$ cat src/hdl/raybox_settings.svh
// ##########################################################
// Display timing, geometry and motion constants
// Timing assumes a 25 MHz pixel clock for 640x480 at 60 Hz
// Map overlay assumes a 16x16 cell map
// ##########################################################
`ifndef RAYBOX_SETTINGS_SVH
`define RAYBOX_SETTINGS_SVH

// Horizontal timing in pixel clocks, 800 per line
`define H_VISIBLE 640
`define H_FRONT 16
`define H_SYNC 96
`define H_BACK 48

// Vertical timing in lines, 525 per frame
`define V_VISIBLE 480
`define V_FRONT 10
`define V_SYNC 2
`define V_BACK 33

`define HALF_HEIGHT 240        // Ceiling above, floor below
`define BORDER_LEFT 66         // Side border, left edge
`define BORDER_RIGHT 574       // Side border starts here on the right
`define MAP_SCALE 4            // Log2 of cell size in pixels
`define MAP_OVERLAY_SIZE 257   // 16 cells of 16 pixels plus the closing grid line

// Fixed-point position format
`define Q_INT 12
`define Q_FRAC 12

`define PLAYER_MOVE 80         // Walking step per frame, ten times 2^-9
`define PLAYER_X_START 6144    // 1.5
`define PLAYER_Y_START 55296   // 13.5

`endif

$ cat src/hdl/raybox_pkg.sv
// ##########################################################
// Shared types of the display path
// fixed_t is signed, integer part wraps at 2^11
// ##########################################################
`include "raybox_settings.svh"

package raybox_pkg;

    // Player position, Q12.12
    typedef logic signed [`Q_INT+`Q_FRAC-1:0] fixed_t;

    typedef logic [9:0]  coord_t;    // Screen x or y, up to 799
    typedef logic [10:0] frame_t;    // Free-running frame count
    typedef logic [1:0]  color_t;    // One channel, 2 bits per colour
    typedef logic [1:0]  map_val_t;  // Map cell contents

    // Winning layer of one pixel, listed from top to bottom
    typedef enum logic [2:0] {
        LAYER_PLAYER_PIXEL,
        LAYER_PLAYER_CELL,
        LAYER_GRID,
        LAYER_MAP,
        LAYER_BORDER,
        LAYER_CEILING,
        LAYER_FLOOR
    } layer_t;

endpackage

$ cat src/hdl/raybox_if.sv
// ##########################################################
// Scan position and map overlay bundles
// scan_if has a single source, the VGA timing generator
// All signals are plain levels, no handshake
// ##########################################################
`timescale 1ns/100ps

// Beam position, shared by every stage of the pixel path
interface scan_if import raybox_pkg::*; ();

    coord_t h;        // Pixel within line
    coord_t v;        // Line within frame
    logic   visible;  // Inside the 640x480 area
    logic   tick;     // One cycle at the start of each frame

    modport source (
        output h,
        output v,
        output visible,
        output tick
    );

    modport sink (
        input h,
        input v,
        input visible,
        input tick
    );

endinterface

// Flags for the current pixel over the map overlay
interface overlay_if import raybox_pkg::*; ();

    logic     in_overlay;
    logic     in_grid;
    logic     in_player_cell;
    logic     in_player_pixel;
    map_val_t map_val;         // Only meaningful inside the overlay

    modport source (
        output in_overlay,
        output in_grid,
        output in_player_cell,
        output in_player_pixel,
        output map_val
    );

    modport sink (
        input in_overlay,
        input in_grid,
        input in_player_cell,
        input in_player_pixel,
        input map_val
    );

endinterface

$ cat src/hdl/map_overlay.sv
// ##########################################################
// Map overlay flags for the top left corner of the screen
// The map is fixed logic, 16x16 cells, no ROM
// Player cell uses only the low 4 integer bits of the
// position, so positions outside the map alias into it
// ##########################################################
`timescale 1ns/100ps
`include "raybox_settings.svh"

module map_overlay import raybox_pkg::*; (
    scan_if.sink      scan,
    input  logic      show_map,
    input  fixed_t    player_x,
    input  fixed_t    player_y,
    overlay_if.source overlay
);

    localparam int     MS        = `MAP_SCALE;
    localparam int     QF        = `Q_FRAC;
    localparam coord_t OVL_LIMIT = coord_t'(`MAP_OVERLAY_SIZE);

    logic [3:0] map_col;     // Cell under the beam
    logic [3:0] map_row;
    logic [3:0] sub_x;       // Pixel within the cell
    logic [3:0] sub_y;
    logic       in_overlay;
    logic       in_player_cell;

    // Outer wall all round, pillars on a 4 cell pitch
    function automatic map_val_t map_cell(input logic [3:0] col, input logic [3:0] row);
        logic edge_cell;
        logic pillar;
        edge_cell = (col == 4'd0) || (col == 4'd15) || (row == 4'd0) || (row == 4'd15);
        pillar    = (col[1:0] == 2'b00) && (row[1:0] == 2'b00);
        if (edge_cell) begin
            map_cell = 2'd3;
        end else if (pillar) begin
            map_cell = 2'd1;
        end else begin
            map_cell = 2'd0;   // Open floor
        end
    endfunction

    assign map_col = scan.h[MS+3:MS];
    assign map_row = scan.v[MS+3:MS];
    assign sub_x   = scan.h[MS-1:0];
    assign sub_y   = scan.v[MS-1:0];

    assign in_overlay = show_map && (scan.h < OVL_LIMIT) && (scan.v < OVL_LIMIT);

    // Player cell from the integer bits, player pixel from the top fraction bits
    assign in_player_cell = in_overlay
                         && (player_x[QF+3:QF] == map_col)
                         && (player_y[QF+3:QF] == map_row);

    assign overlay.in_overlay      = in_overlay;
    assign overlay.in_grid         = in_overlay && ((sub_x == '0) || (sub_y == '0));
    assign overlay.in_player_cell  = in_player_cell;
    assign overlay.in_player_pixel = in_player_cell
                                  && (player_x[QF-1:QF-MS] == sub_x)
                                  && (player_y[QF-1:QF-MS] == sub_y);
    assign overlay.map_val         = map_cell(map_col, map_row);

endmodule

$ cat src/hdl/pixel_mux.sv
// ##########################################################
// Final pixel colour, 2 bits per channel
// Layers are resolved by fixed priority, overlay on top
// Output is forced to black outside the visible area
// ##########################################################
`timescale 1ns/100ps
`include "raybox_settings.svh"

module pixel_mux import raybox_pkg::*; (
    scan_if.sink    scan,
    overlay_if.sink overlay,
    output color_t  red,
    output color_t  green,
    output color_t  blue
);

    localparam coord_t BORDER_L = coord_t'(`BORDER_LEFT);
    localparam coord_t BORDER_R = coord_t'(`BORDER_RIGHT);
    localparam coord_t HORIZON  = coord_t'(`HALF_HEIGHT);

    layer_t layer;
    color_t r;        // Ungated channels
    color_t g;
    color_t b;
    logic   in_border;

    assign in_border = (scan.h < BORDER_L) || (scan.h >= BORDER_R);

    // Pick the topmost layer covering this pixel
    always_comb begin
        if (overlay.in_player_pixel)     layer = LAYER_PLAYER_PIXEL;
        else if (overlay.in_player_cell) layer = LAYER_PLAYER_CELL;
        else if (overlay.in_grid)        layer = LAYER_GRID;
        else if (overlay.in_overlay)     layer = LAYER_MAP;
        else if (in_border)              layer = LAYER_BORDER;
        else if (scan.v < HORIZON)       layer = LAYER_CEILING;
        else                             layer = LAYER_FLOOR;
    end

    always_comb begin
        case (layer)
            LAYER_PLAYER_PIXEL: {r, g, b} = {2'd3, 2'd3, 2'd0};           // Yellow
            LAYER_PLAYER_CELL:  {r, g, b} = {2'd0, 2'd1, 2'd0};           // Dark green
            LAYER_GRID:         {r, g, b} = {2'd0, 2'd0, 2'd1};           // Dark blue
            LAYER_MAP:          {r, g, b} = {2'd0, 2'd0, overlay.map_val};
            LAYER_BORDER:       {r, g, b} = {2'd1, 2'd0, 2'd1};           // Dark purple
            LAYER_CEILING:      {r, g, b} = {2'd1, 2'd1, 2'd1};           // Dark grey
            default:            {r, g, b} = {2'd2, 2'd2, 2'd2};           // Floor, light grey
        endcase
    end

    // Blanking, monitors expect black during sync and porches
    assign red   = scan.visible ? r : '0;
    assign green = scan.visible ? g : '0;
    assign blue  = scan.visible ? b : '0;

endmodule

$ cat src/hdl/player_state.sv
// ##########################################################
// Player position registers
// Host load is taken only on visible lines, with no
// synchronizer, so inputs must be in the clk domain
// Motion is axis aligned, no facing direction
// ##########################################################
`timescale 1ns/100ps
`include "raybox_settings.svh"

module player_state import raybox_pkg::*; (
    input  logic   clk,
    input  logic   reset,
    scan_if.sink   scan,
    input  logic   move_l,
    input  logic   move_r,
    input  logic   move_f,
    input  logic   move_b,
    input  logic   write_new_position,
    input  fixed_t new_player_x,
    input  fixed_t new_player_y,
    output fixed_t player_x,
    output fixed_t player_y
);

    localparam fixed_t X_START   = fixed_t'(`PLAYER_X_START);
    localparam fixed_t Y_START   = fixed_t'(`PLAYER_Y_START);
    localparam fixed_t MOVE_STEP = fixed_t'(`PLAYER_MOVE);
    localparam coord_t V_VIS_END = coord_t'(`V_VISIBLE);

    logic load_ok;   // Host write lands in the visible part of the frame

    assign load_ok = write_new_position && (scan.v < V_VIS_END);

    always_ff @(posedge clk) begin
        if (reset) begin
            player_x <= X_START;   // Centre of cell (1,13)
            player_y <= Y_START;
        end else if (load_ok) begin
            // Direct overwrite from host wins over motion
            player_x <= new_player_x;
            player_y <= new_player_y;
        end else if (scan.tick) begin
            // Once per frame, left beats right
            if (move_l) begin
                player_x <= player_x - MOVE_STEP;
            end else if (move_r) begin
                player_x <= player_x + MOVE_STEP;
            end

            // Forward is up the map, so towards smaller y
            if (move_f) begin
                player_y <= player_y - MOVE_STEP;
            end else if (move_b) begin
                player_y <= player_y + MOVE_STEP;
            end
        end
    end

endmodule

$ cat src/hdl/raybox.sv
// ##########################################################
// Raybox display path top level
// Single clock domain, synchronous active high reset
// new_player_* and the buttons are sampled without
// synchronizers, drive them from the clk domain
// ##########################################################
`timescale 1ns/100ps

module raybox import raybox_pkg::*; (
    input  logic   clk,
    input  logic   reset,
    input  logic   show_map,            // Map overlay on
    input  logic   move_l,
    input  logic   move_r,
    input  logic   move_f,
    input  logic   move_b,
    input  logic   write_new_position,  // Host position load
    input  fixed_t new_player_x,
    input  fixed_t new_player_y,
    output color_t red,
    output color_t green,
    output color_t blue,
    output logic   hsync,
    output logic   vsync,
    output coord_t px,                  // Current beam x
    output coord_t py,                  // Current beam y
    output frame_t frame_num
);

    scan_if    u_scan ();
    overlay_if u_overlay ();

    fixed_t player_x;
    fixed_t player_y;

    vga_sync u_vga_sync (
        .clk       (clk),
        .reset     (reset),
        .scan      (u_scan.source),
        .hsync     (hsync),
        .vsync     (vsync),
        .frame_num (frame_num)
    );

    player_state u_player_state (
        .clk                (clk),
        .reset              (reset),
        .scan               (u_scan.sink),
        .move_l             (move_l),
        .move_r             (move_r),
        .move_f             (move_f),
        .move_b             (move_b),
        .write_new_position (write_new_position),
        .new_player_x       (new_player_x),
        .new_player_y       (new_player_y),
        .player_x           (player_x),
        .player_y           (player_y)
    );

    map_overlay u_map_overlay (
        .scan     (u_scan.sink),
        .show_map (show_map),
        .player_x (player_x),
        .player_y (player_y),
        .overlay  (u_overlay.source)
    );

    pixel_mux u_pixel_mux (
        .scan    (u_scan.sink),
        .overlay (u_overlay.sink),
        .red     (red),
        .green   (green),
        .blue    (blue)
    );

    assign px = u_scan.h;
    assign py = u_scan.v;

endmodule

$ cat src/hdl/vga_sync.sv
// ##########################################################
// VGA 640x480 timing generator
// Sync pulses are active low and decoded straight from
// the counters, so they are not glitch free on a pad
// ##########################################################
`timescale 1ns/100ps
`include "raybox_settings.svh"

module vga_sync import raybox_pkg::*; (
    input  logic   clk,
    input  logic   reset,
    scan_if.source scan,
    output logic   hsync,
    output logic   vsync,
    output frame_t frame_num
);

    localparam int H_TOTAL = `H_VISIBLE + `H_FRONT + `H_SYNC + `H_BACK;  // 800
    localparam int V_TOTAL = `V_VISIBLE + `V_FRONT + `V_SYNC + `V_BACK;  // 525

    localparam coord_t H_LAST       = coord_t'(H_TOTAL - 1);
    localparam coord_t V_LAST       = coord_t'(V_TOTAL - 1);
    localparam coord_t H_VIS_END    = coord_t'(`H_VISIBLE);
    localparam coord_t V_VIS_END    = coord_t'(`V_VISIBLE);
    localparam coord_t H_SYNC_FIRST = coord_t'(`H_VISIBLE + `H_FRONT);             // 656
    localparam coord_t H_SYNC_LAST  = coord_t'(`H_VISIBLE + `H_FRONT + `H_SYNC - 1);
    localparam coord_t V_SYNC_FIRST = coord_t'(`V_VISIBLE + `V_FRONT);             // 490
    localparam coord_t V_SYNC_LAST  = coord_t'(`V_VISIBLE + `V_FRONT + `V_SYNC - 1);

    coord_t h;
    coord_t v;
    logic   h_wrap;   // Last pixel of a line
    logic   v_wrap;   // Last line of a frame

    assign h_wrap = (h == H_LAST);
    assign v_wrap = (v == V_LAST);

    // Pixel and line counters
    always_ff @(posedge clk) begin
        if (reset) begin
            h <= '0;
            v <= '0;
        end else if (h_wrap) begin
            h <= '0;
            v <= v_wrap ? '0 : v + 1'b1;  // Next line, or back to top
        end else begin
            h <= h + 1'b1;
        end
    end

    // Frame count steps as the beam returns to the top left
    always_ff @(posedge clk) begin
        if (reset) begin
            frame_num <= '0;
        end else if (h_wrap && v_wrap) begin
            frame_num <= frame_num + 1'b1;
        end
    end

    assign scan.h       = h;
    assign scan.v       = v;
    assign scan.visible = (h < H_VIS_END) && (v < V_VIS_END);
    assign scan.tick    = (h == '0) && (v == '0);  // Also high right after reset

    assign hsync = !((h >= H_SYNC_FIRST) && (h <= H_SYNC_LAST));  // Low 656..751
    assign vsync = !((v >= V_SYNC_FIRST) && (v <= V_SYNC_LAST));  // Low 490..491

endmodule

$ cat config.mk
export PLATFORM = sky130hd
export DESIGN_NAME = raybox
export DESIGN_NICKNAME = d
export VERILOG_FILES = /design/src/hdl/raybox_pkg.sv /design/src/hdl/raybox_if.sv /design/src/hdl/map_overlay.sv /design/src/hdl/pixel_mux.sv /design/src/hdl/player_state.sv /design/src/hdl/raybox.sv /design/src/hdl/vga_sync.sv
export VERILOG_INCLUDE_DIRS = /design/src /design/src/hdl
export SDC_FILE = /design/constraint.sdc
export NUM_CORES = 1
export LEC_CHECK = 0
export BUFFER_PORTS_ARGS = -buffer_cell sky130_fd_sc_hd__buf_2
export CORE_ASPECT_RATIO = 0.6
export CORE_MARGIN = 3
export CORE_UTILIZATION = 45
export DETAILED_ROUTE_END_ITERATION = 8
export PLACE_DENSITY = 0.65
export SYNTH_ARGS = -nofsm -noshare
export SYNTH_HDL_FRONTEND = slang
export SYNTH_HIERARCHICAL = 1
export SYNTH_SLANG_ARGS = --single-unit
$ cat constraint.sdc
create_clock -name clk -period 2.9 [get_ports clk]
set_clock_uncertainty 0.05 [all_clocks]
set_input_delay 0.145 -clock clk [delete_from_list [all_inputs] [get_ports clk]]
set_output_delay 0.145 -clock clk [all_outputs]
set_load 0.005 [all_outputs]
==> results of run 1 <==
## final timing paths
check                           startpoint                         end  slack [ns]  cells past startpoint
setup / recovery      u_vga_sync/scan.h[1]                     blue[0]        0.08                      8
hold / removal             new_player_y[5]  u_player_state/player_y[5]        0.03                      3
setup reg to reg      u_vga_sync/scan.h[1]     u_vga_sync/frame_num[6]        0.22                      5
hold reg to reg   u_vga_sync/frame_num[10]    u_vga_sync/frame_num[10]        0.43                      2
## through the flow
step                hold WS, ns  total power [mW]
global route             0.0229              2.11
finish                   0.0261              1.99
detailed placement        0.341              1.38
CTS                      0.0155              2.00
floorplan                 0.231              1.24
global placement          0.342              1.37
## layout make-up
class	instances	area, sq um	share of cell area, %
clock inverters	3	18.8	0.387
inverters	19	71.3	1.47
multi-input cells	426	2860	59.0
clock buffers	5	125	2.58
flip-flops and latches	55	1100	22.7
repair buffers	94	531	10.9
well taps	112	140	2.89
## where the power goes
part | internal (mW) | switching [mW] | leakage (nW) | total [mW]
clock | 0.322 | 0.297 | 0.0740 | 0.619
combinational | 0.228 | 0.312 | 1.46 | 0.540
sequential | 0.793 | 0.0428 | 0.450 | 0.836
## tightest hold or removal path, delay by kind of cell
kind | cells | cell delay, ns
compound gates | 1 | 0.05
buf+inv | 1 | 0.10
simple gates | 1 | 0.04
## registers in the layout, summed over array words and instances (netlist names)
name / cells
u_player_state/player_y: 12
u_vga_sync/frame_num: 11
u_vga_sync/scan.v: 10
u_player_state/player_x: 12
u_vga_sync/scan.h: 10
## metal layers
metal / global-route usage [%] / up-vias / wire length (microns)
li1: - / 2088 / -
met1: 35.5 / 2024 / 6300
met2: 32.6 / 131 / 4920
met3: 4.45 / 6 / 682
met4: 3.70 / 0 / 34
met5: 0 / - / 0
## repair_timing
action                                 in CTS  in global routing
pin swaps                                   0                  1
setup endpoints to repair                   4                  6
buffers inserted                            0                  1
gates resized for setup                     1                  6
endpoints found under the hold margin       0                  0
==> metrics.md, run 1 <==
| Metric | Value |
|---|---|
| Final worst path period need | `2.82 ns` |
| Syn Inst Count | `536` |
| PD cells | `411 mW/mm^2` |
| Post-Place Cell Area | `0.00467 sq mm` |
| Final GP Congestion | `0.940` |
| DR vias | `4249` |
| IO Count | `95` |
| Worst path max stage delay | `0.57 ns` |
| Initial DRC Count | `329` |
| Non-filler cells, final | `714` |
| Final worst slack | `0.0842 ns` |
| Cells after DPL | `705` |
| Vias in the first global route | `3911` |
| Normalized max-slew margin | `40.4%` |
| Maximum VDD drop | `251 uV` |
| Syn Area/Cell | `7.79 sq um` |
| Place WS | `0.257 ns` |
| Layout cells sized above 1 | `20.4%` |
| Syn_nets | `621` |
| Status | `completed` |
| CP startpoint kind | `register` |
| HP Class | `input port to register` |
| Maximum clock path buffer count | `2` |
| Final hold violation count | `0` |
| Initial DRT Pass Iterations | `5` |
| Setup CP Type | `register to output port` |
| Crit end category | `output port` |
| TritonCTS clock tree | `done` |
| Setup violators final | `0` |
| Die ar. | `0.0105 sq mm` |
| Filler Cell Count | `817` |
| Layout Utilization | `55.4%` |
| Ant diodes | `0` |
| CP top delay family | `simple AND/OR/NAND/NOR gates` |
| CTS root buf | `clkbuf_16` |
| Die span in y | `80.6 microns` |
| CP Buf/Inv Count | `1` |
| Area Growth Syn to Fin | `16.1%` |
| Commonest non-fill, non-tap cells in the layout | `buf_2, dfxtp_1, nand2_1` |
| Yosys warns | `6` |
| Dpl hpwl | `8860 microns` |
| Synthesized area | `0.00418 sq mm` |
| Global-route wire length before repair | `19400 microns` |
| Avg WL per Cell | `16.7 microns` |
| Largest net degree at the start of global routing | `31` |
| # DRC | `0` |
| Num rows | `26` |
| CTS Hold Bufs | `0` |
| Initial antenna violation count | `0` |
| Worst path cell trace | `or4_1 -> o21ai_1 -> nand3_2 -> nor2_1 -> nor3b_1 -> nor4b_2 -> o41a_1 -> buf_2` |
| Vias/cell | `5.95` |
| CP max stage cell | `or4_1` |
| Final Cycle Share | `97.1%` |
| TritonCTS buffer count | `5` |
| Nets | `686` |
| Clock transition at path regs | `0.08 ns` |
| Leakage Power | `1.98 nW` |
| H-tree Lvls | `2` |
| Worst-margin pin slew | `0.894 ns` |
| GRT overflow | `0` |
| Max Fclk | `0.355 GHz` |
| Core area | `0.00875 sq mm` |
| Clock sinks | `55` |
| Max_cap viols | `0` |
| Total GRT Usage | `22.9%` |
| Clock Latency Late Sink | `0.30 ns` |
| Starting Density | `47.7%` |
| Post-Route WL | `11900 microns` |
| Max Slew Vio Count | `0` |
| Port-buffer cells | `70` |
| Antenna Violating Nets Remaining | `0` |
| CP Max Fanout | `9` |
| Most common cell after layout, fill and taps aside | `buf_2` |
| Critical path data arrival time | `2.62 ns` |
| Setup TNS | `0 ns` |
| Required @ worst endpoint | `2.71 ns` |
| Post-Layout Inst Area | `0.00485 sq mm` |
| Die X-Extent | `130 microns` |
No activity file was read; power rests on OpenSTA's default activity.
==> inputs of run 2 (changes only) <==
--- a/config.mk
+++ b/config.mk
@@ -7,11 +7,12 @@
 export NUM_CORES = 1
 export LEC_CHECK = 0
 export BUFFER_PORTS_ARGS = -buffer_cell sky130_fd_sc_hd__buf_2
-export CORE_ASPECT_RATIO = 0.6
+export CELL_PAD_IN_SITES_DETAIL_PLACEMENT = 0
+export CELL_PAD_IN_SITES_GLOBAL_PLACEMENT = 1
 export CORE_MARGIN = 3
-export CORE_UTILIZATION = 45
+export CORE_UTILIZATION = 43
 export DETAILED_ROUTE_END_ITERATION = 8
-export PLACE_DENSITY = 0.65
+export PLACE_DENSITY = 0.81
 export SYNTH_ARGS = -nofsm -noshare
 export SYNTH_HDL_FRONTEND = slang
 export SYNTH_HIERARCHICAL = 1
==> run 2 against run 1 <==
Effect of this change: design area down 0.13%; largest cell class unchanged; via count fell by 1.7%; critical path depth unchanged; worst setup slack got worse by 0.0093 ns; flip-flop and latch count unchanged; critical path type unchanged.
==> metrics.md, run 2 (same netlist as run 1, synthesis figures left out) <==
| Metric | Value |
|---|---|
| Non-filler cells, final | `733 (was 714)` |
| CP most frequent cell | `o21a_1` |
| Max Fclk | `0.354 GHz (was 0.355 GHz)` |
| Maximum clock path buffer count | `2 (unchanged)` |
| Clock transition at path regs | `0.11 ns (was 0.08 ns)` |
| Internal power | `1.19 mW (was 1.34 mW)` |
| H-tree Lvls | `2 (unchanged)` |
| Avg WL per Cell | `15.4 microns (was 16.7 microns)` |
| Final Cycle Share | `97.4% (was 97.1%)` |
| Net Sw Frac | `34.2% (was 32.7%)` |
| TritonCTS buffer count | `5 (unchanged)` |
| Setup CP Type | `register to output port (unchanged)` |
| IO Count | `95 (unchanged)` |
| CP Buf/Inv Count | `2 (was 1)` |
| Logic pwr share | `28.9% (was 27.1%)` |
| Clock share of power | `25.1% (was 31.0%)` |
| Max_cap viols | `0 (unchanged)` |
| CP Max Fanout | `7 (was 9)` |
| Power Total | `1.81 mW (was 1.99 mW)` |
| Vias/cell | `5.70 (was 5.95)` |
| Maximum VDD drop | `192 uV (was 251 uV)` |
| Vias in the first global route | `3898 (was 3911)` |
| PD cells | `374 mW/mm^2 (was 411 mW/mm^2)` |
| Largest net degree at the start of global routing | `28 (was 31)` |
| Final GP Congestion | `0.838 (was 0.940)` |
| Setup TNS | `0 ns (unchanged)` |
| CTS root buf | `clkbuf_8 (was clkbuf_16)` |
| GRT overflow | `0 (unchanged)` |
| Dpl hpwl | `8290 microns (was 8860 microns)` |
| Cells after DPL | `721 (was 705)` |
| Layout Utilization | `51.9% (was 55.4%)` |
| Clock sinks | `55 (unchanged)` |
| Storage cell area | `0.00111 sq mm (was 0.00110 sq mm)` |
| Initial antenna violation count | `0 (unchanged)` |
| Commonest non-fill, non-tap cells in the layout | `buf_2, nand2_1, dfxtp_1 (was buf_2, dfxtp_1, nand2_1)` |
| Core area | `0.00933 sq mm (was 0.00875 sq mm)` |
| Final hold violation count | `0 (unchanged)` |
| # DRC | `0 (unchanged)` |
| Ant diodes | `0 (unchanged)` |
| Setup violators final | `0 (unchanged)` |
| Nets | `688 (was 686)` |
| Final worst slack | `0.0750 ns (was 0.0842 ns)` |
| DR vias | `4175 (was 4249)` |
| Die span in y | `105 microns (was 80.6 microns)` |
| Layout cells sized above 1 | `21.4% (was 20.4%)` |
| Die X-Extent | `105 microns (was 130 microns)` |
| Seq pwr share | `45.9% (was 41.9%)` |
| Normalized max-slew margin | `53.6% (was 40.4%)` |
| Initial DRT Pass Iterations | `7 (was 5)` |
| Num rows | `35 (was 26)` |
| Leakage Power | `1.96 nW (was 1.98 nW)` |
| Crit end category | `output port (unchanged)` |
| Global-route wire length before repair | `18600 microns (was 19400 microns)` |
| TritonCTS clock tree | `done (unchanged)` |
| Max Slew Vio Count | `0 (unchanged)` |
| Worst path max stage delay | `0.54 ns (was 0.57 ns)` |
| Port-buffer cells | `70 (unchanged)` |
| HP Class | `input port to register (unchanged)` |
| CP max stage cell | `or4_4 (was or4_1)` |
| Worst path cell trace | `or4_4 -> o21a_1 -> or3_4 -> nor4_4 -> buf_4 -> o21a_1 -> o31a_2 -> buf_2 (was or4_1 -> o21ai_1 -> nand3_2 -> nor2_1 -> nor3b_1 -> nor4b_2 -> o41a_1 -> buf_2)` |
| Area Growth Syn to Fin | `16.0% (was 16.1%)` |
| CP startpoint kind | `register (unchanged)` |
| R2r setup slk | `0.41 ns (was 0.22 ns)` |
| Post-Route WL | `11300 microns (was 11900 microns)` |
| Clock Latency Late Sink | `0.32 ns (was 0.30 ns)` |
| Sw Pwr | `0.619 mW (was 0.652 mW)` |
| Required @ worst endpoint | `2.71 ns (about the same)` |
| Worst-margin pin slew | `0.694 ns (was 0.894 ns)` |
| Filler Cell Count | `907 (was 817)` |
| Antenna Violating Nets Remaining | `0 (unchanged)` |
| Total GRT Usage | `20.3% (was 22.9%)` |
| Place WS | `0.211 ns (was 0.257 ns)` |
| Initial DRC Count | `181 (was 329)` |
| Area of the multi-input gates | `0.00286 sq mm (unchanged)` |
| Most common cell after layout, fill and taps aside | `buf_2 (unchanged)` |
| CP top delay family | `simple AND/OR/NAND/NOR gates (unchanged)` |
| Status | `completed (unchanged)` |
| Die ar. | `0.0109 sq mm (was 0.0105 sq mm)` |
| Starting Density | `44.8% (was 47.7%)` |
| Largest registers | `u_player_state/player_x: 12 flops, u_player_state/player_y: 12 flops, u_vga_sync/frame_num: 11 flops (unchanged)` |
| Final worst path period need | `2.83 ns (was 2.82 ns)` |
| Critical path data arrival time | `2.63 ns (was 2.62 ns)` |
run 2: layer usage:
metal / share of wire [%] / global-route usage (%) / vias up
li1: - / - / 2103
met1: 47 / 27.2 / 1946
met2: 46 / 33.5 / 112
met3: 5.5 / 3.40 / 14
met4: 1.6 / 5.60 / 0
met5: 0 / 0 / -
run 2: cell type report:
cell class                 instances  area share (%)
clock inverter                     3           0.465
inverter                          19            1.47
clock buffer                       5            1.42
timing repair buffer              96            11.3
tap                              129            3.33
sequential                        55            22.9
multi-input combinational        426            59.1
run 2: timing repair:
action                                  CTS  global route
endpoints found under the setup margin    6             6
buffers inserted                          0             4
hold buffers                              0             0
pin swaps                                 1             6
gates resized for setup                   1            12
run 2: path summary, 6_finish.rpt:
path                                               start  depth (start not counted)                           to
worst max-delay path                u_vga_sync/scan.v[4]                          8                       red[0]
worst min-delay path                     new_player_x[5]                          3   u_player_state/player_x[5]
worst max register to register      u_vga_sync/scan.v[4]                          8  u_player_state/player_y[11]
worst min register to register  u_vga_sync/frame_num[10]                          2     u_vga_sync/frame_num[10]
run 2: through the flow:
step,hold WS (ns),area [sq um]
finish,0.0170,4840
global route,0.0268,4840
CTS,0.00667,4780
detailed placement,0.352,4680
global placement,0.345,4680
floorplan,0.231,4180
run 2: worst reg2reg max path, stage by stage (launching register included):
cell and delay (ns):
dfxtp_4 0.38, or4_1 0.55, nor3_1 0.26, and4_1 0.35, o21ai_0 0.15, buf_4 0.19, nand3_1 0.08, nand2_1 0.07
a311o_1 0.30
run 2: power groups by stage:
stage	clock, mW	combinational [mW]	sequential, mW
5_1_grt	0.497	0.591	0.839
3_3_place_gp	0	0.511	0.850
3_5_place_dp	0	0.518	0.852
2_1_floorplan	0	0.401	0.841
6_report	0.455	0.524	0.832
4_1_cts	0.476	0.523	0.834
